[config.mk]
export PLATFORM = sky130hd
export DESIGN_NAME = adc_data_phy
export DESIGN_NICKNAME = d
export VERILOG_FILES = /design/src/hw/adc_capture_pkg.sv /design/src/hw/bitslip_shifter.sv /design/src/hw/adc_data_phy.sv
export VERILOG_INCLUDE_DIRS = /design/src /design/src/hw
export SDC_FILE = /design/constraint.sdc
export NUM_CORES = 1
export LEC_CHECK = 0
export ABC_AREA = 1
export BUFFER_PORTS_ARGS = -buffer_cell sky130_fd_sc_hd__buf_4
export CORE_MARGIN = 2
export CORE_UTILIZATION = 39
export DETAILED_ROUTE_END_ITERATION = 8
export PLACE_DENSITY = 0.59
export REMOVE_ABC_BUFFERS = 1
export SETUP_SLACK_MARGIN = 0.02
export SLEW_MARGIN = 5
export SYNTH_ARGS = -nofsm -noshare
export SYNTH_HDL_FRONTEND = slang
export SYNTH_SLANG_ARGS = --single-unit
[constraint.sdc]
create_clock -name data_clk_div -period 2.3 [get_ports data_clk_div]
set_input_delay 0.46 -clock data_clk_div [delete_from_list [all_inputs] [get_ports data_clk_div]]
set_output_delay 0.46 -clock data_clk_div [all_outputs]
set_load 0.01 [all_outputs]
[src/hw/adc_capture_config.svh]
/*
 * ADC capture configuration
 * widths, capture depth, frame pattern and timing constants
 */
`ifndef ADC_CAPTURE_CONFIG_SVH
`define ADC_CAPTURE_CONFIG_SVH

// one deserializer word per lane per clock
`define LANE_BITS 8
`define SLIP_BITS 3
`define SAMPLE_BITS 16

// capture depth as log2
`define RAM_ADDR_BITS 10

// frame lane word once aligned
`define FRAME_PATTERN 8'hF0

// clocks to wait after each bitslip step
`define SETTLE_CYCLES 4
`define SYNC_STAGES 3

`endif

[src/hw/adc_capture_pkg.sv]
/*
 * ADC capture types
 * lane words, channel samples, capture words and alignment status
 */
`include "adc_capture_config.svh"

package adc_capture_pkg;

	typedef logic [`LANE_BITS-1:0] lane_word_t;
	typedef logic [`SLIP_BITS-1:0] slip_t;

	// both lanes of one channel
	typedef struct packed {
		lane_word_t lane_a;
		lane_word_t lane_b;
	} lane_pair_t;

	typedef logic [`SAMPLE_BITS-1:0] adc_sample_t;

	// channel 0 sits in the upper half
	typedef struct packed {
		adc_sample_t ch0;
		adc_sample_t ch1;
	} capture_word_t;

	typedef logic [`RAM_ADDR_BITS-1:0] ram_addr_t;

	typedef struct packed {
		logic  frame_valid;
		slip_t bitslip_count;
	} align_status_t;

endpackage

[src/hw/bitslip_shifter.sv]
/*
 * Bitslip shifter
 * picks an 8-bit window out of the previous and current lane words,
 * a cycle-by-cycle model of the deserializer bitslip
 */
`timescale 1ns/1ps

module bitslip_shifter (
	input  logic                      data_clk_div,
	input  logic                      rst_n,
	input  adc_capture_pkg::lane_word_t word_in,
	input  adc_capture_pkg::slip_t      bitslip_count,
	output adc_capture_pkg::lane_word_t word_out
);

	localparam int LW = $bits(adc_capture_pkg::lane_word_t);

	adc_capture_pkg::lane_word_t prev_word;
	logic [2*LW-1:0] window;

	// previous word low, current word high
	always_comb begin
		window = {word_in, prev_word};
	end

	always_ff @(posedge data_clk_div) begin
		if (!rst_n) begin
			prev_word <= '0;
			word_out  <= '0;
		end else begin
			prev_word <= word_in;
			word_out  <= window[bitslip_count +: LW];
		end
	end

endmodule

[src/hw/adc_data_phy.sv]
/*
 * ADC data PHY
 * aligns both lanes of one channel with the shared bitslip offset
 * and bit-interleaves them into one 16-bit sample
 */
`timescale 1ns/1ps

module adc_data_phy (
	input  logic                        data_clk_div,
	input  logic                        rst_n,
	input  adc_capture_pkg::lane_pair_t  lanes,
	input  adc_capture_pkg::slip_t       bitslip_count,
	output adc_capture_pkg::adc_sample_t sample
);

	localparam int LW = $bits(adc_capture_pkg::lane_word_t);

	adc_capture_pkg::lane_word_t  lane_a_al;
	adc_capture_pkg::lane_word_t  lane_b_al;
	adc_capture_pkg::adc_sample_t interleaved;

	bitslip_shifter u_shift_a (
		.data_clk_div (data_clk_div),
		.rst_n        (rst_n),
		.word_in      (lanes.lane_a),
		.bitslip_count(bitslip_count),
		.word_out     (lane_a_al)
	);

	bitslip_shifter u_shift_b (
		.data_clk_div (data_clk_div),
		.rst_n        (rst_n),
		.word_in      (lanes.lane_b),
		.bitslip_count(bitslip_count),
		.word_out     (lane_b_al)
	);

	// lane a on even bits, lane b on odd bits
	always_comb begin
		for (int i = 0; i < LW; i++) begin
			interleaved[2*i]   = lane_a_al[i];
			interleaved[2*i+1] = lane_b_al[i];
		end
	end

	always_ff @(posedge data_clk_div) begin
		sample <= interleaved;
	end

endmodule

== Word-level counts from Yosys, hierarchy flattened ==
Cells that the tools add are included.

* Shift operators: 2

{| class="wikitable"
|+ Operator list
! operator !! number
|-
| 16-bit by 4-bit indexed part select with 8-bit output || 2
|}

* Register bits: 48
* Input port bits: 21
* Output and inout bits: 16
* Word-level logic and storage cells: 7

== Depth between registers and ports, before layout ==
* Depth after elaboration: 1
* Gate-level depth with buffers: 7
* Mapped depth without buffers: 7

== Modules after synthesis ==
From an unflattened synthesis, not the netlist that was laid out.

* Cells, all modules: 272
* Area total of the unflattened synthesis: 2147.1 um^2

{| class="wikitable"
|+ By module, submodules not included
! module !! times used !! cells each !! area each (um^2) !! sequential area each (um^2)
|-
| bitslip_shifter || 2 || 128 || 913.4 || 320.3
|-
| adc_data_phy || 1 || 16 || 320.3 || 320.3
|}

== Worst setup path after synthesis ==
Ideal clock, no wire load.

* Path type: input to register
* Start: input bitslip_count[0]
* End: register u_shift_b.word_out[6]
* Data arrival time: 1.026 ns
* Data required time: 2.185 ns
* Setup slack: 1.159 ns
* Stages: 6
* Path through: buf_6 > buf_12 > nand2_2 > nand3_2 > a21oi_1 > nor2_1

* Word-level cells in the longest chain between the ends: 1

{| class="wikitable"
|+ RTL lines
! what !! RTL line !! text
|-
| start: declaration || adc_data_phy.sv:12 || <nowiki>input adc_capture_pkg::slip_t bitslip_count,</nowiki>
|-
| 16-bit by 4-bit indexed part select with 8-bit output || bitslip_shifter.sv:32 || <nowiki>word_out <= window[bitslip_count +: LW];</nowiki>
|-
| end signal: assignment || bitslip_shifter.sv:32 ||
|-
| end: declaration || bitslip_shifter.sv:13 || <nowiki>output adc_capture_pkg::lane_word_t word_out</nowiki>
|}

Every way passes these cells.
A chain may end at the register's enable or synchronous reset.

== Final worst setup path ==
* Start: input bitslip_count[0]
* End: register u_shift_b.word_out[4]

The elaborated chain is that of the path after synthesis.

==> run summary <==
Fraction of layout cells with a size suffix above 1: 20.34%
I/O Buffers: 36
Die Ht: 76.21 microns
Residual DRC: 0
Final clock skew: 3.198 ps
Filler cells: 544
DRT antenna net count: 0
Switching Share: 24.54%
MaxCap Viol Count: 0
CTS resizes: 0
RSZ-0062 raised after global routing: false
Fin crit share: 60.99%
Wire per inst: 11.37 microns
First-pass GRT wire length: 7.196 mm
Post-CTS Repair Setup Buffers: 0
Fin cells: 365
Final hold violations: 0
Area growth from synthesis to layout: 15.63%
Iter 0 DRT Violations: 137
Final layout net count: 315
Util after Layout: 46.33%
Critical path fanouts, max: 29
Worst Setup End Kind: register
Top routing layer used: met4
Share of power burned in registers: 52.2%
CTS tree: done
Vias/cell: 4.756
Detailed Routing Iterations Pass 1: 4
Worst VDD drop: 0.0002988 V
WP data required: 2530 ps
Cells after Synth: 266
Tmin final: 1403 ps
Final slew viol count: 0
Area occupied by multi-input gates: 838.3 sq um
Die ar.: 0.005807 sq mm
Final hold slack: 330.6 ps
Syn Area/Cell: 7.644 sq um
Tot GR Track Use: 15.16%
CTS buffer count: 5
Worst path slowest cell: inv_2
Worst Max-Slew Pin Slew: 494.2 ps
Worst stage delay on the critical path: 390 ps
Class of the worst hold path: register to register
GR Overflow Total: 0
Pwr Density: 740.8 mW/mm^2
Register bit count reported by yosys: 48
Number of global-route vias before repair: 1,530
Worst Path Arrival: 1630 ps
Antenna Diode Count: 0
Horiz. Die Dim: 76.21 microns
I/O pin count: 37
Met3 Wirelength: 259 microns
Setup-failing EPs final: 0
Routed metal-1 wire length: 2.062 mm
CTS clock-pin slew for the worst setup and hold paths: 80 ps
Status: complete, no violations
Critical Path Source Type: primary input
Total negative slack: 0 ps
Max Clk Rate: 0.7129 GHz
Number of warnings issued by yosys: 0
Pwr Total: 1.742 mW
# H-tree levels: 2
Psw: 0.4275 mW
Row Count: 26
Worst path cell trace: buf_4, inv_2, nand2_1, nand3_2, nand3_1, a21oi_1
Cts hold-fix bufs: 0
Static Leak: 1.192 nW
Cells after DPL: 357
Distinct cells, synth: 16
Crit Path Class: primary input to register
Initial Util: 40.06%
Wire length on met2: 1.762 mm
Clock power share: 33.7%
Detailed-placement wirelength estimate: 2.788 mm
FF/Latch Area: 960.9 sq um
Int Pwr: 1.314 mW
Max clock buf depth: 2
Initial antenna violation count: 0
Max_slew headroom: 67.00%
Via Count: 1,736
Root buffer cell: clkbuf_8
Largest net degree at the start of global routing: 30
RD Place Congestion: 0.8290
Clock latency on the worst-skew pair: 300 ps
Logic gate share of total power: 14.1%
Sequential share of the synthesized area: 47.26%
Mapped Area: 0.002033 sq mm
CTS Sinks: 48
Drt total wl: 4.151 mm
Core area: 0.005075 sq mm
==> worst paths after layout <==
check / startpoint / depth (start not counted) / slack, ps / end
worst max-delay path: bitslip_count[0] / 6 / 900 / u_shift_b.word_out[4]$_SDFF_PN0_
worst min-delay path: u_shift_a.word_out[4]$_SDFF_PN0_ / 0 / 330 / sample[8]$_DFF_P_
worst max register to register: u_shift_b.prev_word[7]$_SDFF_PN0_ / 4 / 1380 / u_shift_b.word_out[1]$_SDFF_PN0_
worst min register to register: u_shift_a.word_out[4]$_SDFF_PN0_ / 0 / 330 / sample[8]$_DFF_P_
==> cell usage after synthesis, drive strengths merged <==
cell type	count	area share, %
a21oi	16	3.9
buf	9	4.4
clkbuf	5	2.4
dfxtp	48	47
dlygate4sd1	1	0.43
inv	23	4.2
nand2	90	17
nand3	68	19
nor2	6	1.1
==> stage by stage <==
| step | area [sq um] | worst slack (ps) |
|---|---|---|
| after floorplan | 1886 | 1123 |
| after global placement | 2243 | 636.2 |
| after detailed placement | 2243 | 612.8 |
| after CTS | 2351 | 938.7 |
| after global routing | 2351 | 778.5 |
| final | 2351 | 897.2 |
==> metal layers <==
| metal | vias up | GRT usage (%) |
|---|---|---|
| li1 | 900 | - |
| met1 | 772 | 22.21 |
| met2 | 57 | 22.04 |
| met3 | 7 | 3.318 |
| met4 | 0 | 4.909 |
| met5 | - | 0 |
==> registers in the layout, summed over array words and instances (netlist names) <==
| name | cells |
|---|---|
| u_shift_a.word_out | 8 |
| sample | 16 |
| u_shift_b.prev_word | 8 |
| u_shift_a.prev_word | 8 |
| u_shift_b.word_out | 8 |
==> power by group through the flow <==
stage / Combinational [mW] / Sequential (mW) / Clock, mW
4_1_cts: 0.246 / 0.909 / 0.605
5_1_grt: 0.277 / 0.917 / 0.653
3_5_place_dp: 0.246 / 0.928 / 0
3_3_place_gp: 0.245 / 0.928 / 0
6_report: 0.246 / 0.909 / 0.587
2_1_floorplan: 0.122 / 0.934 / 0
==> final cells by class <==
type,count,area share (%)
clock buffer,6,3.087
clock inverter,2,1.490
multi-input combinational,180,35.66
tap,70,3.725
sequential,48,40.87
inverter,23,3.672
timing repair buffer,36,11.50
==> kinds of logic (layout without fill, tap and decap cells) <==
kind of cell    count (synthesis)  in the layout  share of synthesized area (%)
simple gates                  164            164                          37.29
flops                          48             48                          47.26
compound gates                 16             16                          3.939
buf+inv                        38             67                          11.51
==> layout by cell type (no fill, tap or decap), drive strengths merged <==
master,n
nor2,6
bufinv,1
inv,23
nand2,90
nand3,68
clkinv,1
a21oi,16
dfxtp,48
buf,36
clkbuf,6
==> critical path: cells and delay by family <==
| family | cells | cell delay, ps |
|---|---|---|
| buffers and inverters | 2 | 610 |
| AOI/OAI and AO/OA | 1 | 160 |
| and+or+nand+nor | 3 | 380 |
Power figures use the tool's default switching activity.
