## src/hw/adc_capture_config.svh

```systemverilog
/*
 * ADC capture configuration
 * widths, capture depth, frame pattern and timing constants
 */
`ifndef ADC_CAPTURE_CONFIG_SVH
`define ADC_CAPTURE_CONFIG_SVH

// one deserializer word per lane per clock
`define LANE_BITS 8
`define SLIP_BITS 3
`define SAMPLE_BITS 16

// capture depth as log2
`define RAM_ADDR_BITS 10

// frame lane word once aligned
`define FRAME_PATTERN 8'hF0

// clocks to wait after each bitslip step
`define SETTLE_CYCLES 4
`define SYNC_STAGES 3

`endif

```

## src/hw/adc_capture_pkg.sv

```systemverilog
/*
 * ADC capture types
 * lane words, channel samples, capture words and alignment status
 */
`include "adc_capture_config.svh"

package adc_capture_pkg;

	typedef logic [`LANE_BITS-1:0] lane_word_t;
	typedef logic [`SLIP_BITS-1:0] slip_t;

	// both lanes of one channel
	typedef struct packed {
		lane_word_t lane_a;
		lane_word_t lane_b;
	} lane_pair_t;

	typedef logic [`SAMPLE_BITS-1:0] adc_sample_t;

	// channel 0 sits in the upper half
	typedef struct packed {
		adc_sample_t ch0;
		adc_sample_t ch1;
	} capture_word_t;

	typedef logic [`RAM_ADDR_BITS-1:0] ram_addr_t;

	typedef struct packed {
		logic  frame_valid;
		slip_t bitslip_count;
	} align_status_t;

endpackage

```

## src/hw/bitslip_shifter.sv

```systemverilog
/*
 * Bitslip shifter
 * picks an 8-bit window out of the previous and current lane words,
 * a cycle-by-cycle model of the deserializer bitslip
 */
`timescale 1ns/1ps

module bitslip_shifter (
	input  logic                      data_clk_div,
	input  logic                      rst_n,
	input  adc_capture_pkg::lane_word_t word_in,
	input  adc_capture_pkg::slip_t      bitslip_count,
	output adc_capture_pkg::lane_word_t word_out
);

	localparam int LW = $bits(adc_capture_pkg::lane_word_t);

	adc_capture_pkg::lane_word_t prev_word;
	logic [2*LW-1:0] window;

	// previous word low, current word high
	always_comb begin
		window = {word_in, prev_word};
	end

	always_ff @(posedge data_clk_div) begin
		if (!rst_n) begin
			prev_word <= '0;
			word_out  <= '0;
		end else begin
			prev_word <= word_in;
			word_out  <= window[bitslip_count +: LW];
		end
	end

endmodule

```

## src/hw/frame_aligner.sv

```systemverilog
/*
 * Frame aligner
 * steps the bitslip offset until the frame lane shows the frame pattern,
 * then holds the offset and flags frame_valid while matches continue
 */
`timescale 1ns/1ps

`include "adc_capture_config.svh"

module frame_aligner (
	input  logic                         data_clk_div,
	input  logic                         rst_n,
	input  logic                         enable_adc,
	input  adc_capture_pkg::lane_word_t    frame_word,
	output adc_capture_pkg::align_status_t align_status
);

	localparam int SETTLE_W = $clog2(`SETTLE_CYCLES + 1);

	adc_capture_pkg::slip_t      slip_q;
	adc_capture_pkg::lane_word_t shifted_word;
	logic                        valid_q;
	logic [SETTLE_W-1:0]         settle_cnt;

	bitslip_shifter u_frame_shift (
		.data_clk_div (data_clk_div),
		.rst_n        (rst_n),
		.word_in      (frame_word),
		.bitslip_count(slip_q),
		.word_out     (shifted_word)
	);

	always_ff @(posedge data_clk_div) begin
		if (!rst_n || !enable_adc) begin
			slip_q     <= '0;
			valid_q    <= 1'b0;
			settle_cnt <= SETTLE_W'(`SETTLE_CYCLES);
		end else if (settle_cnt != '0) begin
			// shifter output still reflects an older offset
			settle_cnt <= settle_cnt - 1'b1;
		end else if (shifted_word == `FRAME_PATTERN) begin
			valid_q <= 1'b1;
		end else begin
			// lost or never found, try the next offset
			valid_q    <= 1'b0;
			slip_q     <= slip_q + 1'b1;
			settle_cnt <= SETTLE_W'(`SETTLE_CYCLES);
		end
	end

	assign align_status = '{frame_valid: valid_q, bitslip_count: slip_q};

	// the data PHYs rely on a steady offset once locked
	a_slip_stable_when_valid: assert property (
		@(posedge data_clk_div) disable iff (!rst_n)
		align_status.frame_valid |-> $stable(align_status.bitslip_count)
	);

endmodule

```

## config.mk

```make
export PLATFORM = sky130hd
export DESIGN_NAME = frame_aligner
export DESIGN_NICKNAME = d
export VERILOG_FILES = /design/src/hw/adc_capture_pkg.sv /design/src/hw/bitslip_shifter.sv /design/src/hw/frame_aligner.sv
export VERILOG_INCLUDE_DIRS = /design/src /design/src/hw
export SDC_FILE = /design/constraint.sdc
export NUM_CORES = 1
export LEC_CHECK = 0
export BUFFER_PORTS_ARGS = -buffer_cell sky130_fd_sc_hd__buf_4
export CAP_MARGIN = 20
export CORE_ASPECT_RATIO = 1.25
export CORE_UTILIZATION = 50
export DETAILED_ROUTE_END_ITERATION = 10
export GPL_ROUTABILITY_DRIVEN = 0
export HOLD_SLACK_MARGIN = 0.06
export PLACE_DENSITY = 0.73
export SLEW_MARGIN = 40
export SYNTH_ARGS = -nofsm -noshare
export SYNTH_HDL_FRONTEND = slang
export SYNTH_SLANG_ARGS = --single-unit
```

## constraint.sdc

```tcl
create_clock -name data_clk_div -period 1.2 [get_ports data_clk_div]
set_input_delay 0.18 -clock data_clk_div [delete_from_list [all_inputs] [get_ports data_clk_div]]
set_output_delay 0.18 -clock data_clk_div [all_outputs]
set_load 0.005 [all_outputs]
```

# Word-level counts from Yosys, hierarchy flattened
# Cells that the tools add are included.
# totals
inputBits	11
out_inout_bits	4
elab_cells	20
reg_bits	23
# op_classes
n_addsub	2
muxes	3
shift	1
n_bitwise	2
reduce_logical	5
n_eq_ne	2
# ops
operator	n
$shiftx 16x4->8	1
$eq 8x8->1 const B	1
$mux 3	2
$add 3x1->3 const B	1
$reduce_bool 3->1	1
$sub 3x1->3 const B	1
$logic_not 1->1	2
$ne 2x2->1 const B	1
$not 1->1	2
$reduce_and 2->1	1
$logic_or 1x1->1	1
$mux 1	1

# Depth between registers and ports, before layout
# logic_depth
ltp_word	3
ltp_mapped	5
mapped_depth_nobuf	5

# Modules after synthesis
# From an unflattened synthesis, not the netlist that was laid out.
# hier_totals
hier_cells	117
area_unflattened_um2	1186.1
# by_module_without_submodules
module	seq_area_each_um2	instances	cells_per_inst	area_per_inst_um2
bitslip_shifter	320.3	1	71	769.5
frame_aligner	140.1	1	46	416.6

# Worst setup path before layout
# OpenSTA, ideal clock, no wires.
# synth_path
kind	reg2reg
from	reg slip_q[1]
to	reg u_frame_shift.word_out[6]
t_arrival_ps	1168
path_stages_with_launch	6
setup_ps	134
n_path_buf	2
required_ps	1066
slack_ps	-102
synth_period_minus_slack_ps	1302
path_cell_list	dfxtp_1 -> buf_6 -> buf_12 -> mux2_4 -> mux2i_1 -> o32ai_1
# synth_via
elab_chain_len	1
# synth_rtl
item	line_no	rtl
start, declared	frame_aligner.sv:20	adc_capture_pkg::slip_t slip_q;
start signal, assigned	frame_aligner.sv:46	slip_q <= slip_q + 1'b1;
$shiftx 16x4->8	bitslip_shifter.sv:32	word_out <= window[bitslip_count +: LW];
end signal, assigned	bitslip_shifter.sv:32	
end, declared	bitslip_shifter.sv:13	output adc_capture_pkg::lane_word_t word_out
# Every way passes these cells.
# A chain may end at the register's enable or synchronous reset.

# Final worst setup path
# layout_path
from	reg slip_q[1]
to	reg u_frame_shift.word_out[1]
# The elaborated chain is that of the path after synthesis.

==> run metrics <==
status finished with violations; violated checks negative setup slack; Worst-path clk slew 0.13 ns; die width 45.59 µm; register area share after synthesis 0.3878; Buffers on Ports 14; final hold violations 0; io pins 15; worst-case clock buffer depth 2; Syn Std Cell Area 1187 µm²; routed len/inst 15.29 µm; final setup vio count 10; Fmax 796.6 MHz; share of cells above drive strength 1 0.5106; CTS Root Cell clkbuf_4; fin. max-slew vios 0; antenna fix cells 0; met2 GRT Util 0.3469; highest-count cells in the layout ignoring fill and taps 22 x buf_4, 18 x dfxtp_1, 12 x nand2_1; die height 56.49 µm; Post-Synthesis Cells 118; Detailed Route WL 2630 µm; Final HPWL DP 1747 µm; Worst Tran Pin Value 0.3716 ns; largest net degree at the start of global routing 19; syn avg cell area 10.06 µm²; Lkg Pwr 0.6202 nW; Via Count 965; minimum clock period 1.255 ns; worst path cell trace buf_12 -> mux2_4 -> mux2i_4 -> o32ai_1; Startpoint Class register; Slew headroom 0.7523; area grow syn2layout 31.82%; final instance area 1565 µm²; Final Skew 0.001016 ns; Synthesis Warnings 0; maximum vdd drop 0.0008580 V; Final WS setup -0.05535 ns; Setup crit end kind register; Pwr Density 941.2 nW/µm²; vias per cell 5.610; crit path DAT 1.46 ns; vias in the first global route 854; CTS tree built; number of max-cap violations 0; clock sink total 23; Largest delay share family, worst path multiplexers; Rows 19; Worst path max stage delay 0.40 ns; Slowest cell on crit path dfxtp_4; crit share post-route 1.046; Antenna Nets Post-Route 0; Fillers 156; gr usage total 0.2015; commonest non-fill, non-tap cell in the layout buf_4; die area 2575 µm²; GRT met3 Usage 0.03859; crit-path max FO 9; Synth cell types 28; setup TNS -0.4319 ns; TritonCTS buffer count 3; GR peak layer met2; first-pass GRT wire length 3760 µm; initial antenna violation count 0; Synth Register Bits 23; core outline area 2211 µm²; Remaining Overflow, GRT 0; Starting Density 0.5371; initial DRC count 35; placed cell areas 1336 µm²; Synthesized Nets 132; RSZ-0062 raised after global routing yes; grt met1 use 0.2342; DR pass1 iterations 5; critical path type reg -> reg; H-tree levels 1; Worst Path Buf+Inv 1; HP Class in -> reg; Residual DRC 0; Final nets 156; Clk Latency, worst-skew pair 0.32 ns; Worst EP required 1.41 ns
==> worst paths after layout <==
path	startpoint	end	slack, ns	cells after the start
worst max-delay path	slip_q[1]	u_frame_shift.word_out[1]	-0.06	4
worst min register to register	valid_q	valid_q	0.49	2
worst max register to register	slip_q[1]	u_frame_shift.word_out[1]	-0.06	4
worst min-delay path	frame_word[7]	u_frame_shift.prev_word[7]	0.05	2
==> sequential cells by signal, summed over array words and instances (netlist names) <==
| signal | count |
|---|---|
| valid_q | 1 |
| u_frame_shift.prev_word | 8 |
| settle_cnt | 3 |
| u_frame_shift.word_out | 8 |
| slip_q | 3 |
==> synthesized netlist by cell type <==
| cell | n | share of area |
|---|---|---|
| buf_1 | 1 | 0.0032 |
| mux2_4 | 6 | 0.076 |
| and2b_2 | 2 | 0.015 |
| o32ai_1 | 8 | 0.059 |
| buf_6 | 1 | 0.0095 |
| a211oi_1 | 2 | 0.013 |
| and4_1 | 1 | 0.0074 |
| nand3_1 | 1 | 0.0042 |
| buf_12 | 1 | 0.017 |
| a31oi_1 | 1 | 0.0053 |
| nand2b_1 | 3 | 0.016 |
| or3_1 | 2 | 0.011 |
| mux2_2 | 6 | 0.057 |
| a21oi_1 | 2 | 0.0084 |
| dfxtp_1 | 23 | 0.39 |
| mux2i_1 | 8 | 0.067 |
| and2_1 | 9 | 0.047 |
| nand3_2 | 1 | 0.0084 |
| ha_1 | 3 | 0.032 |
| mux2i_4 | 1 | 0.019 |
| nor4_4 | 1 | 0.018 |
| nand2_1 | 12 | 0.038 |
| buf_4 | 1 | 0.0063 |
| buf_2 | 3 | 0.013 |
| nor2_1 | 15 | 0.047 |
| inv_1 | 2 | 0.0063 |
| clkbuf_1 | 1 | 0.0032 |
| a21boi_0 | 1 | 0.0063 |
==> power breakdown <==
part           switching [W]  leakage (nW)  internal (W)
clock network       0.000247        0.0177      0.000125
logic               0.000130         0.411      0.000148
registers          0.0000225         0.192      0.000800
==> layer usage <==
| layer | part of all wire | vias up |
|---|---|---|
| li1 | - | 457 |
| met5 | 0 | - |
| met1 | 0.40 | 457 |
| met2 | 0.51 | 38 |
| met3 | 0.053 | 13 |
| met4 | 0.037 | 0 |
==> cell type report <==
cell class	instances	area, µm²	share of cell area
repair buffers	27	236.5	0.1511
clock inverters	1	5.005	0.003197
inverters	2	11.26	0.007194
well taps	31	38.79	0.02478
clock buffers	3	22.52	0.01439
multi-input cells	85	782.0	0.4996
flip-flops and latches	23	469.2	0.2998
==> metrics by stage <==
stage	std cells	power, W	setup slack, ns	hold WS [ns]	utilization
finish	172	0.001473	-0.05535	0.05461	0.7080
global placement	162	0.001046	-0.03814	0.3901	0.6044
floorplan	118	0.0009748	-0.06192	0.3017	-
CTS	167	0.001421	-0.06793	0.06563	0.6344
detailed placement	162	0.001052	-0.1098	0.3947	0.6044
global route	172	0.001510	-0.09652	0.07042	0.7080
==> worst reg2reg max path, cell delays in order (launching register included) <==
cell and delay [ns]:
dfxtp_4 0.40, buf_12 0.13, mux2_4 0.34, mux2i_4 0.17, o32ai_1 0.10
==> what timing repair did <==
item,in CTS,in global routing
endpoints found under the setup margin,11,14
gates cloned,0,1
endpoints found under the hold margin,1,0
gates resized for setup,8,25
buffers inserted,0,4
hold buffers,1,0
pin swaps,2,4
==> kinds of logic after synthesis <==
group / count (synthesis) / synth area share
buffers and inverters: 10 / 0.05795
AOI/OAI and AO/OA: 14 / 0.09168
muxes: 21 / 0.2192
adders and majority gates: 3 / 0.03162
and+or+nand+nor: 47 / 0.2118
DFF: 23 / 0.3878
No activity file was read; power rests on OpenSTA's default activity.
