[src/hw/adc_capture_config.svh]
/*
 * ADC capture configuration
 * widths, capture depth, frame pattern and timing constants
 */
`ifndef ADC_CAPTURE_CONFIG_SVH
`define ADC_CAPTURE_CONFIG_SVH

// one deserializer word per lane per clock
`define LANE_BITS 8
`define SLIP_BITS 3
`define SAMPLE_BITS 16

// capture depth as log2
`define RAM_ADDR_BITS 10

// frame lane word once aligned
`define FRAME_PATTERN 8'hF0

// clocks to wait after each bitslip step
`define SETTLE_CYCLES 4
`define SYNC_STAGES 3

`endif

[src/hw/adc_capture_pkg.sv]
/*
 * ADC capture types
 * lane words, channel samples, capture words and alignment status
 */
`include "adc_capture_config.svh"

package adc_capture_pkg;

	typedef logic [`LANE_BITS-1:0] lane_word_t;
	typedef logic [`SLIP_BITS-1:0] slip_t;

	// both lanes of one channel
	typedef struct packed {
		lane_word_t lane_a;
		lane_word_t lane_b;
	} lane_pair_t;

	typedef logic [`SAMPLE_BITS-1:0] adc_sample_t;

	// channel 0 sits in the upper half
	typedef struct packed {
		adc_sample_t ch0;
		adc_sample_t ch1;
	} capture_word_t;

	typedef logic [`RAM_ADDR_BITS-1:0] ram_addr_t;

	typedef struct packed {
		logic  frame_valid;
		slip_t bitslip_count;
	} align_status_t;

endpackage

[src/hw/capture_control.sv]
/*
 * Capture controller
 * synchronizes enable_bram, starts a fill of the capture RAM on its
 * rising edge and stops after the last address until it falls again
 */
`timescale 1ns/1ps

`include "adc_capture_config.svh"

module capture_control (
	input  logic                      data_clk_div,
	input  logic                      rst_n,
	input  logic                      enable_bram,
	output adc_capture_pkg::ram_addr_t wr_addr,
	output logic                      wr_en,
	output logic                      capture_done
);

	logic [`SYNC_STAGES-1:0] en_sync;
	logic                    en_d;
	logic                    en_rise;
	logic                    en_fall;

	always_ff @(posedge data_clk_div) begin
		if (!rst_n) begin
			en_sync <= '0;
			en_d    <= 1'b0;
		end else begin
			en_sync <= {en_sync[`SYNC_STAGES-2:0], enable_bram};
			en_d    <= en_sync[`SYNC_STAGES-1];
		end
	end

	assign en_rise = en_sync[`SYNC_STAGES-1] & ~en_d;
	assign en_fall = ~en_sync[`SYNC_STAGES-1] & en_d;

	always_ff @(posedge data_clk_div) begin
		if (!rst_n || en_fall) begin
			wr_en        <= 1'b0;
			capture_done <= 1'b0;
			wr_addr      <= '0;
		end else if (en_rise) begin
			wr_en        <= 1'b1;
			capture_done <= 1'b0;
			wr_addr      <= '0;
		end else if (wr_en) begin
			if (wr_addr == '1) begin
				// last entry written, hold until enable_bram drops
				wr_en        <= 1'b0;
				capture_done <= 1'b1;
			end else begin
				wr_addr <= wr_addr + 1'b1;
			end
		end
	end

	a_no_write_when_done: assert property (
		@(posedge data_clk_div) disable iff (!rst_n)
		!(wr_en && capture_done)
	);

endmodule

[config.mk]
export PLATFORM = sky130hd
export DESIGN_NAME = capture_control
export DESIGN_NICKNAME = d
export VERILOG_FILES = /design/src/hw/adc_capture_pkg.sv /design/src/hw/capture_control.sv
export VERILOG_INCLUDE_DIRS = /design/src /design/src/hw
export SDC_FILE = /design/constraint.sdc
export NUM_CORES = 1
export LEC_CHECK = 0
export BUFFER_PORTS_ARGS = -buffer_cell sky130_fd_sc_hd__buf_2
export CORE_AREA = 8 8 45 47
export DETAILED_ROUTE_END_ITERATION = 8
export DIE_AREA = 0 0 53 55
export HOLD_SLACK_MARGIN = 0.1
export PLACE_DENSITY = 0.75
export REMOVE_ABC_BUFFERS = 1
export SKIP_LAST_GASP = 1
export SLEW_MARGIN = 20
export SYNTH_ARGS = -nofsm -noshare
export SYNTH_HDL_FRONTEND = slang
export SYNTH_SLANG_ARGS = --single-unit
export TNS_END_PERCENT = 1
[constraint.sdc]
create_clock -name data_clk_div -period 2.2 [get_ports data_clk_div]
set_input_delay 0.22 -clock data_clk_div [delete_from_list [all_inputs] [get_ports data_clk_div]]
set_output_delay 0.22 -clock data_clk_div [all_outputs]
set_load 0.005 [all_outputs]
# Word-level counts from Yosys, hierarchy flattened
# Index checks and enable logic that the tools add are counted.
[totals]
out_inout_bits = 12
elab_cells = 20
inputBits = 3
register_bits = 16
[classes]
n_eq_ne = 1
mux = 3
n_bitwise = 5
n_reduce_logical = 5
addsub = 1
[ops]
columns = ["op", "n"]
rows = [
  ["10-bit by 1-bit adder with 10-bit output (second input constant)", 1],
  ["10-bit equality test (second input constant)", 1],
  ["2-bit AND reduction", 2],
  ["1-bit two-way mux", 3],
  ["1-bit NOT", 3],
  ["1-bit bitwise AND", 2],
  ["2-bit OR reduction", 1],
  ["1-bit logical NOT", 1],
  ["1-bit logical OR", 1],
]

# Depth between registers and ports, before layout
# Gate-level depths: netlist of run 1.
[depth]
word_depth = 4
mapped_depth = 6
depth_no_buf = 5

# Least setup slack after synthesis of run 1
# OpenSTA, ideal clock, no wires.
[synth_path]
path_type = "register -> register"
from = "register wr_addr[3]"
to = "register wr_en"
required_ps = 2085
setup_ps = 115
setup_slack_ps = 848
period_less_slack_ps = 1352
arrival_ps = 1238
stages_incl_launch_ff = 5
path_buffers = 0
path_cell_list = "dfxtp_1 > nand4_4 > o31ai_4 > a21boi_1 > o21a_1"
[synth_via]
elab_chain_cells = 4
[synth_lines]
columns = ["element", "line", "rtl"]
rows = [
  ["from (decl)", "capture_control.sv:14", "output adc_capture_pkg::ram_addr_t wr_addr,"],
  ["from (signal assigned)", "capture_control.sv:52", "wr_addr <= wr_addr + 1'b1;"],
  ["10-bit equality test", "capture_control.sv:47", "if (wr_addr == '1) begin"],
  ["1-bit two-way mux", "capture_control.sv:47", ""],
  ["1-bit two-way mux", "capture_control.sv:46", "end else if (wr_en) begin"],
  ["1-bit two-way mux", "capture_control.sv:42", "end else if (en_rise) begin"],
  ["to (signal assigned)", "capture_control.sv:39", "wr_en <= 1'b0;"],
  ["to (signal assigned)", "capture_control.sv:43", "wr_en <= 1'b1;"],
  ["to (signal assigned)", "capture_control.sv:49", "wr_en <= 1'b0;"],
  ["to (decl)", "capture_control.sv:15", "output logic wr_en,"],
]
# Every way passes these cells.
# A chain may end at the register's enable or synchronous reset.

# Worst setup path after layout of run 1
[layout_path]
from = "register wr_addr[4]"
to = "register wr_en"
# The elaborated chain is that of the path after synthesis.

==> results of run 1 <==
## cell families after synthesis
family | count (synthesis) | synth area share (%)
AO/OA/AOI/OAI | 15 | 18.1
XOR/XNOR | 5 | 6.26
adder cells (fa/ha/maj) | 1 | 1.79
buffers and inverters | 2 | 1.07
flip-flops | 16 | 45.8
multiplexers | 1 | 1.43
AND/OR/NAND/NOR | 28 | 25.6
## where the power goes
group / total [uW] / switching, uW / internal, uW / leakage (uW)
clock: 189 / 88.8 / 101 / 0.0000210
sequential: 296 / 2.73 / 293 / 0.000130
combinational: 15.1 / 8.39 / 6.71 / 0.000200
## cell usage after synthesis, drive strengths merged (2+ instances only)
cell type	number	area, um^2
dfxtp	16	320
nor2	8	30.0
a21oi	4	20.0
and2	4	25.0
xor2	4	35.0
nand2	3	11.3
and3	2	13.8
and4	2	18.8
clkbuf	2	7.51
nand3	2	22.5
nor3	2	10.0
o211ai	2	15.0
o21ai	2	10.0
o31ai	2	42.5
or3	2	12.5
## flip-flops by register name, summed over array words and instances (netlist names)
| name | flops |
|---|---|
| en_d | 1 |
| capture_done | 1 |
| wr_en | 1 |
| en_sync | 3 |
| wr_addr | 10 |
## cell type report
| class | instances | area share, % |
|---|---|---|
| sequential | 16 | 39.1 |
| clock buffer | 4 | 4.43 |
| tap | 16 | 2.45 |
| timing repair buffer | 14 | 8.56 |
| multi-input combinational | 50 | 45.4 |
## layout by cell type, fill, tap and decap left out, types with 2 or more instances in the layout
master	Yosys	routed
a21oi_1	4	4
and2_1	4	4
buf_2	0	14
clkbuf_4	0	3
dfxtp_1	16	16
nand2_1	3	3
nor2_1	8	8
nor3_1	2	2
o211ai_1	2	2
o21ai_0	2	2
o31ai_4	2	2
or3_1	2	2
xor2_1	4	4
## path summary, 6_finish.rpt
check	cells after the start	end	startpoint	slack, ps
max	4	wr_en	wr_addr[4]	740
min	2	en_sync[0]	enable_bram	150
max reg2reg	4	wr_en	wr_addr[4]	740
min reg2reg	1	en_sync[1]	en_sync[0]	440
## routing by layer
metal  share of wire (%)  wire (um)  vias up
met4                0.97         12        0
met2                  49        606        8
met3                 4.9         61        2
li1                    -          -      278
met1                  45        554      257
met5                   0          0        -
## through the flow
step / hold WS, ps / total power, uW / worst slack, ps
2_1_floorplan: 338 / 312 / 848
3_3_place_gp: 427 / 318 / 791
3_5_place_dp: 426 / 318 / 764
4_1_cts: 145 / 507 / 739
5_1_grt: 135 / 528 / 593
6_report: 150 / 501 / 743
## worst max-delay path, stage by stage, from the launching register on
cell and delay (ps):
dfxtp_1 470, nand4_4 220, o31ai_4 380, a21boi_1 110
o21a_1 180
==> reports/metrics.yaml, run 1 <==
clock_network:
  clk_latency_ps: 280
  path_clk_slew_ps: 90
  h-tree-depth: 1
  cts_tree: "yes"
  cts_resized: 0
  cts_buffers: 3
  ctsRootBufferMaster: "clkbuf_4"
  holdBufCountCts: 0
  cts_setup_buffers: 0
  cts_max_path_buffers: 2
  clkSinkCount: 16
grt:
  grt_use_met1_pct: 10.8
  grt-ovfl-total: 0
  met2_usage_pct: 16.2
  gr-usage-met3_pct: 3.21
  antenna_found_initial: 0
  grt_pass1_wl_um: 2160
  grt_start_max_net_pins: 12
  grt.total_usage_pct: 9.84
  grt.busiest_layer: "met2"
  first_global_vias: 522
critical_path:
  endpoint_kind: "flop"
  cp_data_required_time_ps: 2380
  critical_path.max_fanout: 7
  worstSetupPathType: "flop to flop"
  arrival_ps: 1640
  cp-start-kind: "flop"
timing:
  finalCriticalPeriod_ps: 1460
  maxSlewHeadroom_pct: 75.7
  worst_pin_slew_ps: 363
  setup_viol: 0
  finalSetupTns_ps: 0
  finClkSkew_ps: 0.385
  finalHoldViolCount: 0
  max_freq_ghz: 0.686
  rsz0062_at_grt: "no"
  fin_crit_sh_pct: 66.2
  slew_violations: 0
final_layout:
  fin_area_um2: 818
  nNetsFinal: 89
  fillCellCount: 127
  antenna_cells: 0
  drive_gt1_share_pct: 28.6
  multi_input_area_um2: 372
  seq_area_um2: 320
  fin_cells: 100
  final_util_pct: 59.1
  synthToLayoutAreaGrowth_pct: 17.0
status:
  status: "finished, final reports clean"
synth:
  synth_async_sr_flop_share_pct: 0
  synth-edff-count: 0
  ys.flop_type: "dfxtp_1"
  yosysSeqAreaShare_pct: 45.8
  ys_types: 29
  yosysWarnings: 0
  synth_area_per_cell_um2: 10.3
  synthCells: 68
  ys_ff_latch: 16
  syn_area_um2: 699
pwr:
  vdd_drop_max_mv: 0.461
  power_leakage_uw: 0.000350
  power.density_nw_per_um2: 612
place:
  gp_congestion: 0.700
  placed_area_um2: 782
  dpl.hpwl_um: 933
  dp_cells: 96
  port_buffers: 14
route:
  route.detailed.drc: 0
  wl_per_cell_um: 12.3
  drt-vias-per-instance: 5.45
  vias: 545
  drt_iter0_drc: 8
  ant_nets: 0
  wl_um: 1230
  firstDrtPassIters: 4
job:
  maxCapViolations: 0
floorplan:
  ios: 15
  die_y_um: 55
  die_w_um: 53
  start_util_pct: 50.5
  placementRows: 14
  fp.dieArea_um2: 2920
  core_um2: 1380
hold_path:
  min-delay-path-class: "input port to flop"
(Power assumes the default switching activity.)
==> inputs of run 2 (changes only) <==
--- a/config.mk
+++ b/config.mk
@@ -7,11 +7,11 @@
 export NUM_CORES = 1
 export LEC_CHECK = 0
 export BUFFER_PORTS_ARGS = -buffer_cell sky130_fd_sc_hd__buf_2
-export CORE_AREA = 8 8 45 47
+export CORE_MARGIN = 8
+export CORE_UTILIZATION = 50
 export DETAILED_ROUTE_END_ITERATION = 8
-export DIE_AREA = 0 0 53 55
 export HOLD_SLACK_MARGIN = 0.1
-export PLACE_DENSITY = 0.75
+export PLACE_DENSITY = 0.72
 export REMOVE_ABC_BUFFERS = 1
 export SKIP_LAST_GASP = 1
 export SLEW_MARGIN = 20
==> constraint.sdc (replaced) <==
create_clock -name data_clk_div -period 1.4 [get_ports data_clk_div]
set_input_delay 0.14 -clock data_clk_div [delete_from_list [all_inputs] [get_ports data_clk_div]]
set_output_delay 0.14 -clock data_clk_div [all_outputs]
set_load 0.005 [all_outputs]
==> run 2 against run 1 <==
  * Sequential power is 56% higher
  * Maximum frequency is 9.8% higher
  * Via count up 6.1%
  * Count of clock-buffer cells in the layout unchanged
  * Global-route usage rose by 0.82 points
  * Critical path type unchanged
  * Largest cell class unchanged
  * Largest power group unchanged
==> reports/metrics.yaml, run 2 (synthesis gave the netlist of run 1 again) <==
route:
  firstDrtPassIters: 4
  ant_nets: 0
  wl_um: 1400
  route.detailed.drc: 0
  drt-vias-per-instance: 5.40
  wl_per_cell_um: 13.1
  vias: 578
  drt_iter0_drc: 15
critical_path:
  r2r_cells: 4
  cpPeakStageDelay_ps: 400
  cpMaxStageDelayCell: "dfxtp_1"
  cp_data_required_time_ps: 1610
  endpoint_kind: "flop"
  cp-start-kind: "flop"
  worstSetupPathType: "flop to flop"
  path_depth: 4
  critical_path.max_fanout: 5
  cp.buffers_inverters: 0
  crit_chain: "and4_2, o31ai_4, or3_1, a21oi_1"
  crit_family: "simple AND/OR/NAND/NOR gates"
  arrival_ps: 1540
final_layout:
  synthToLayoutAreaGrowth_pct: 29.9
  multi_input_area_um2: 388
  nNetsFinal: 97
  seq_area_um2: 333
  largest_reg_flops: 10
  fin_area_um2: 908
  largest_register: "wr_addr"
  reg_top3: "wr_addr x10, en_sync x3"
  fillCellCount: 103
  antenna_cells: 0
  final_common_cell: "buf_2"
  final_cell_mix: "buf_2, dfxtp_1, nor2_1, buf_4"
  drive_gt1_share_pct: 43.5
clock_network:
  cts_buffers: 3
  ctsRootBufferMaster: "clkbuf_4"
  clk_latency_ps: 280
  cts_tree: "yes"
  cts_max_path_buffers: 2
  path_clk_slew_ps: 90
  clkSinkCount: 16
  h-tree-depth: 1
place:
  placed_area_um2: 826
  gp_congestion: 0.756
  port_buffers: 14
  dpl.hpwl_um: 1030
timing:
  slew_violations: 0
  worst_pin_slew_ps: 376
  max_freq_ghz: 0.753
  whs_ps: 124
  finalCriticalPeriod_ps: 1330
  maxSlewHeadroom_pct: 74.9
  setup_viol: 0
  rsz0062_at_grt: "yes"
  finalHoldViolCount: 0
  fin_crit_sh_pct: 94.8
  finalSetupTns_ps: 0
  finClkSkew_ps: 5.27
grt:
  grt.total_usage_pct: 10.7
  antenna_found_initial: 0
  grt_pass1_wl_um: 2310
  grt_start_max_net_pins: 12
  first_global_vias: 532
  grt-ovfl-total: 0
pwr:
  vdd_drop_max_mv: 0.789
  power.total_uw: 794
  power_leakage_uw: 0.000393
  power.density_nw_per_um2: 874
hold_path:
  min-delay-path-class: "input port to flop"
  hold_path_depth: 2
floorplan:
  die_w_um: 53.4
  fp.dieArea_um2: 2850
  ios: 15
  start_util_pct: 53.8
  die_y_um: 53.4
  core_um2: 1300
  placementRows: 13
job:
  maxCapViolations: 0
status:
  status: "finished, final reports clean"
-- run 2: cell types whose count changed in the layout (fill, tap and decap cells not counted), sizes merged --
cell	before	now
buf	14	21
dlygate4sd3	0	1
-- run 2: cell type report --
type	count	area share, %
clock buffer	4	3.99
multi-input combinational	50	42.7
timing repair buffer	22	14.6
sequential	16	36.6
tap	15	2.07
-- run 2: worst paths after layout --
| check | start | end | slack, ps |
|---|---|---|---|
| max | wr_addr[2] | wr_addr[5] | 70 |
| min | rst_n | wr_en | 120 |
| max reg2reg | wr_addr[2] | wr_addr[5] | 70 |
| min reg2reg | en_sync[1] | en_sync[2] | 440 |
-- run 2: report_power, final --
part | total, uW | switching (uW) | internal (uW)
clock | 301 | 143 | 158
sequential | 462 | 3.76 | 458
combinational | 31.4 | 16.2 | 15.2
-- run 2: worst reg2reg max path, stage by stage (launching register included) --
cell,delay (ps)
dfxtp_1,400
and4_2,290
o31ai_4,100
or3_1,320
a21oi_1,130
-- run 2: per-layer routing --
layer	part of all wire (%)	vias to the layer above	global-route usage, %	wire [um]
met2	46	15	16.4	643
met4	0.57	0	2.52	8
met1	45	262	12.7	634
li1	-	299	-	-
met3	8.3	2	5.60	117
met5	0	-	0	0
-- run 2: metrics by stage --
step	worst slack, ps	std cells	utilization (%)
2_1_floorplan	47.8	66	-
3_3_place_gp	32.0	101	63.5
3_5_place_dp	-18.2	101	63.5
4_1_cts	9.34	106	67.7
5_1_grt	-4.83	107	69.8
6_report	72.5	107	69.8
-- run 2: repair_timing --
action                                 in CTS  in global routing
setup endpoints to repair                   2                  6
resized for setup                           5                  7
pin swaps                                   1                  3
endpoints found under the hold margin       1                  0
buffers inserted                            0                  1
hold buffers                                1                  0
==> inputs of run 3 (changes only) <==
--- a/config.mk
+++ b/config.mk
@@ -12,6 +12,7 @@
 export DETAILED_ROUTE_END_ITERATION = 8
 export HOLD_SLACK_MARGIN = 0.1
 export PLACE_DENSITY = 0.72
+export RECOVER_POWER = 100
 export REMOVE_ABC_BUFFERS = 1
 export SKIP_LAST_GASP = 1
 export SLEW_MARGIN = 20
==> run 3 against run 2 <==
  * Count of clock-buffer cells in the layout unchanged
  * Design area down 0.14%
  * Total power hardly changed
  * First-iteration DRC count up 27%
  * Cell count unchanged
  * Clock skew down 1.8 ps
  * Non-clock buffer count stayed put
  * Wire length up 0.86%
  * Flip-flop and latch count did not move
  * Sequential share of layout area is 0.051 points higher
  * Sequential power is essentially flat
  * Utilization decreased by 0.096 points
==> reports/metrics.yaml, run 3 (synthesis gave the netlist of run 1 again) <==
job:
  maxCapViolations: 0
timing:
  maxSlewHeadroom_pct: 74.2
  rsz0062_at_grt: "yes"
  max_freq_ghz: 0.754
  worst_pin_slew_ps: 387
  finalSetupTns_ps: 0
  finClkSkew_ps: 3.51
  setup_viol: 0
  whs_ps: 125
  slew_violations: 0
  finalHoldViolCount: 0
  fin_crit_sh_pct: 94.7
  finalCriticalPeriod_ps: 1330
grt:
  grt-ovfl-total: 0
  antenna_found_initial: 0
  first_global_vias: 532
  grt.total_usage_pct: 10.7
  grt_pass1_wl_um: 2310
  grt_start_max_net_pins: 12
final_layout:
  nNetsFinal: 97
  final_cell_mix: "buf_2, dfxtp_1, nor2_1, buf_4"
  drive_gt1_share_pct: 42.4
  antenna_cells: 0
  fin_area_um2: 907
  synthToLayoutAreaGrowth_pct: 29.7
  largest_reg_flops: 10
  reg_top3: "wr_addr x10, en_sync x3"
  final_common_cell: "buf_2"
  largest_register: "wr_addr"
place:
  port_buffers: 14
  placed_area_um2: 826
  dpl.hpwl_um: 1030
  gp_congestion: 0.756
route:
  wl_met2_um: 636
  dr.max_layer_used: "met4"
  ant_nets: 0
  route.detailed.drc: 0
  wl_um: 1410
  drt_iter0_drc: 19
  wl_met3_um: 125
  firstDrtPassIters: 4
  drt-vias-per-instance: 5.42
  wirelength_met1_um: 645
  wl_per_cell_um: 13.2
  vias: 580
pwr:
  power_leakage_uw: 0.000386
  vdd_drop_max_mv: 0.794
  power.density_nw_per_um2: 875
  power.total_uw: 794
clock_network:
  path_clk_slew_ps: 90
  h-tree-depth: 1
  cts_tree: "yes"
  cts_buffers: 3
  clk_latency_ps: 280
  cts_max_path_buffers: 2
  clkSinkCount: 16
  ctsRootBufferMaster: "clkbuf_4"
critical_path:
  endpoint_kind: "flop"
  cp-start-kind: "flop"
  cpPeakStageDelay_ps: 400
  r2r_cells: 4
  cp_data_required_time_ps: 1610
  crit_chain: "and4_2, o31ai_4, or3_1, a21oi_1"
  critical_path.max_fanout: 5
  worstSetupPathType: "flop to flop"
  arrival_ps: 1530
  cpMaxStageDelayCell: "dfxtp_1"
hold_path:
  min-delay-path-class: "input port to flop"
  hold_path_depth: 2
floorplan:
  start_util_pct: 53.8
  die_y_um: 53.4
  placementRows: 13
  die_w_um: 53.4
  fp.dieArea_um2: 2850
  ios: 15
  core_um2: 1300
status:
  status: "finished, final reports clean"
run 3: changes by cell type in the layout (fill, tap and decap cells not counted):
cell / before / now
and2_0: 0 / 2
buf_2: 14 / 13
clkbuf_1: 0 / 1
and2_1: 4 / 2
run 3: final cells by class:
type,count,area (um^2)
timing repair buffer,22,131
tap,15,18.8
multi-input combinational,50,388
clock buffer,4,36.3
fill,104,394
sequential,16,333
run 3: power by group:
part           switching, uW  internal [uW]  total [uW]
logic                   16.4           15.1        31.4
clock network            142            158         301
registers               3.78            458         462
total                    163            631         794
run 3: path summary, 6_finish.rpt:
kind	start	endpoint	slack (ps)
worst min-delay path	rst_n	wr_en	130
worst max-delay path	wr_addr[2]	wr_addr[5]	70
worst max register to register	wr_addr[2]	wr_addr[5]	70
worst min register to register	en_sync[1]	en_sync[2]	440
run 3: worst max-delay path, delay by kind of cell, from the launching register on:
family             cells  cell delay [ps]
and+or+nand+nor        2              610
AOI/OAI and AO/OA      2              230
DFF                    1              400
run 3: routing by layer:
metal	GRT usage, %	up-vias
met5	0	-
met4	2.52	0
met3	5.60	2
met2	16.4	21
met1	12.7	261
li1	-	296
run 3: through the flow:
stage	setup slack (ps)	utilization, %	std cells
3_3_place_gp	32.0	63.5	101
5_1_grt	-4.83	69.7	107
2_1_floorplan	47.8	-	66
4_1_cts	9.34	67.7	106
3_5_place_dp	-18.2	63.5	101
6_report	74.1	69.7	107
run 3: repair_timing:
action,in CTS,in global routing
setup buffers,0,1
hold buffers,1,0
hold endpoints to repair,1,0
setup endpoints to repair,2,6
resized for setup,5,7
pin swaps,1,3
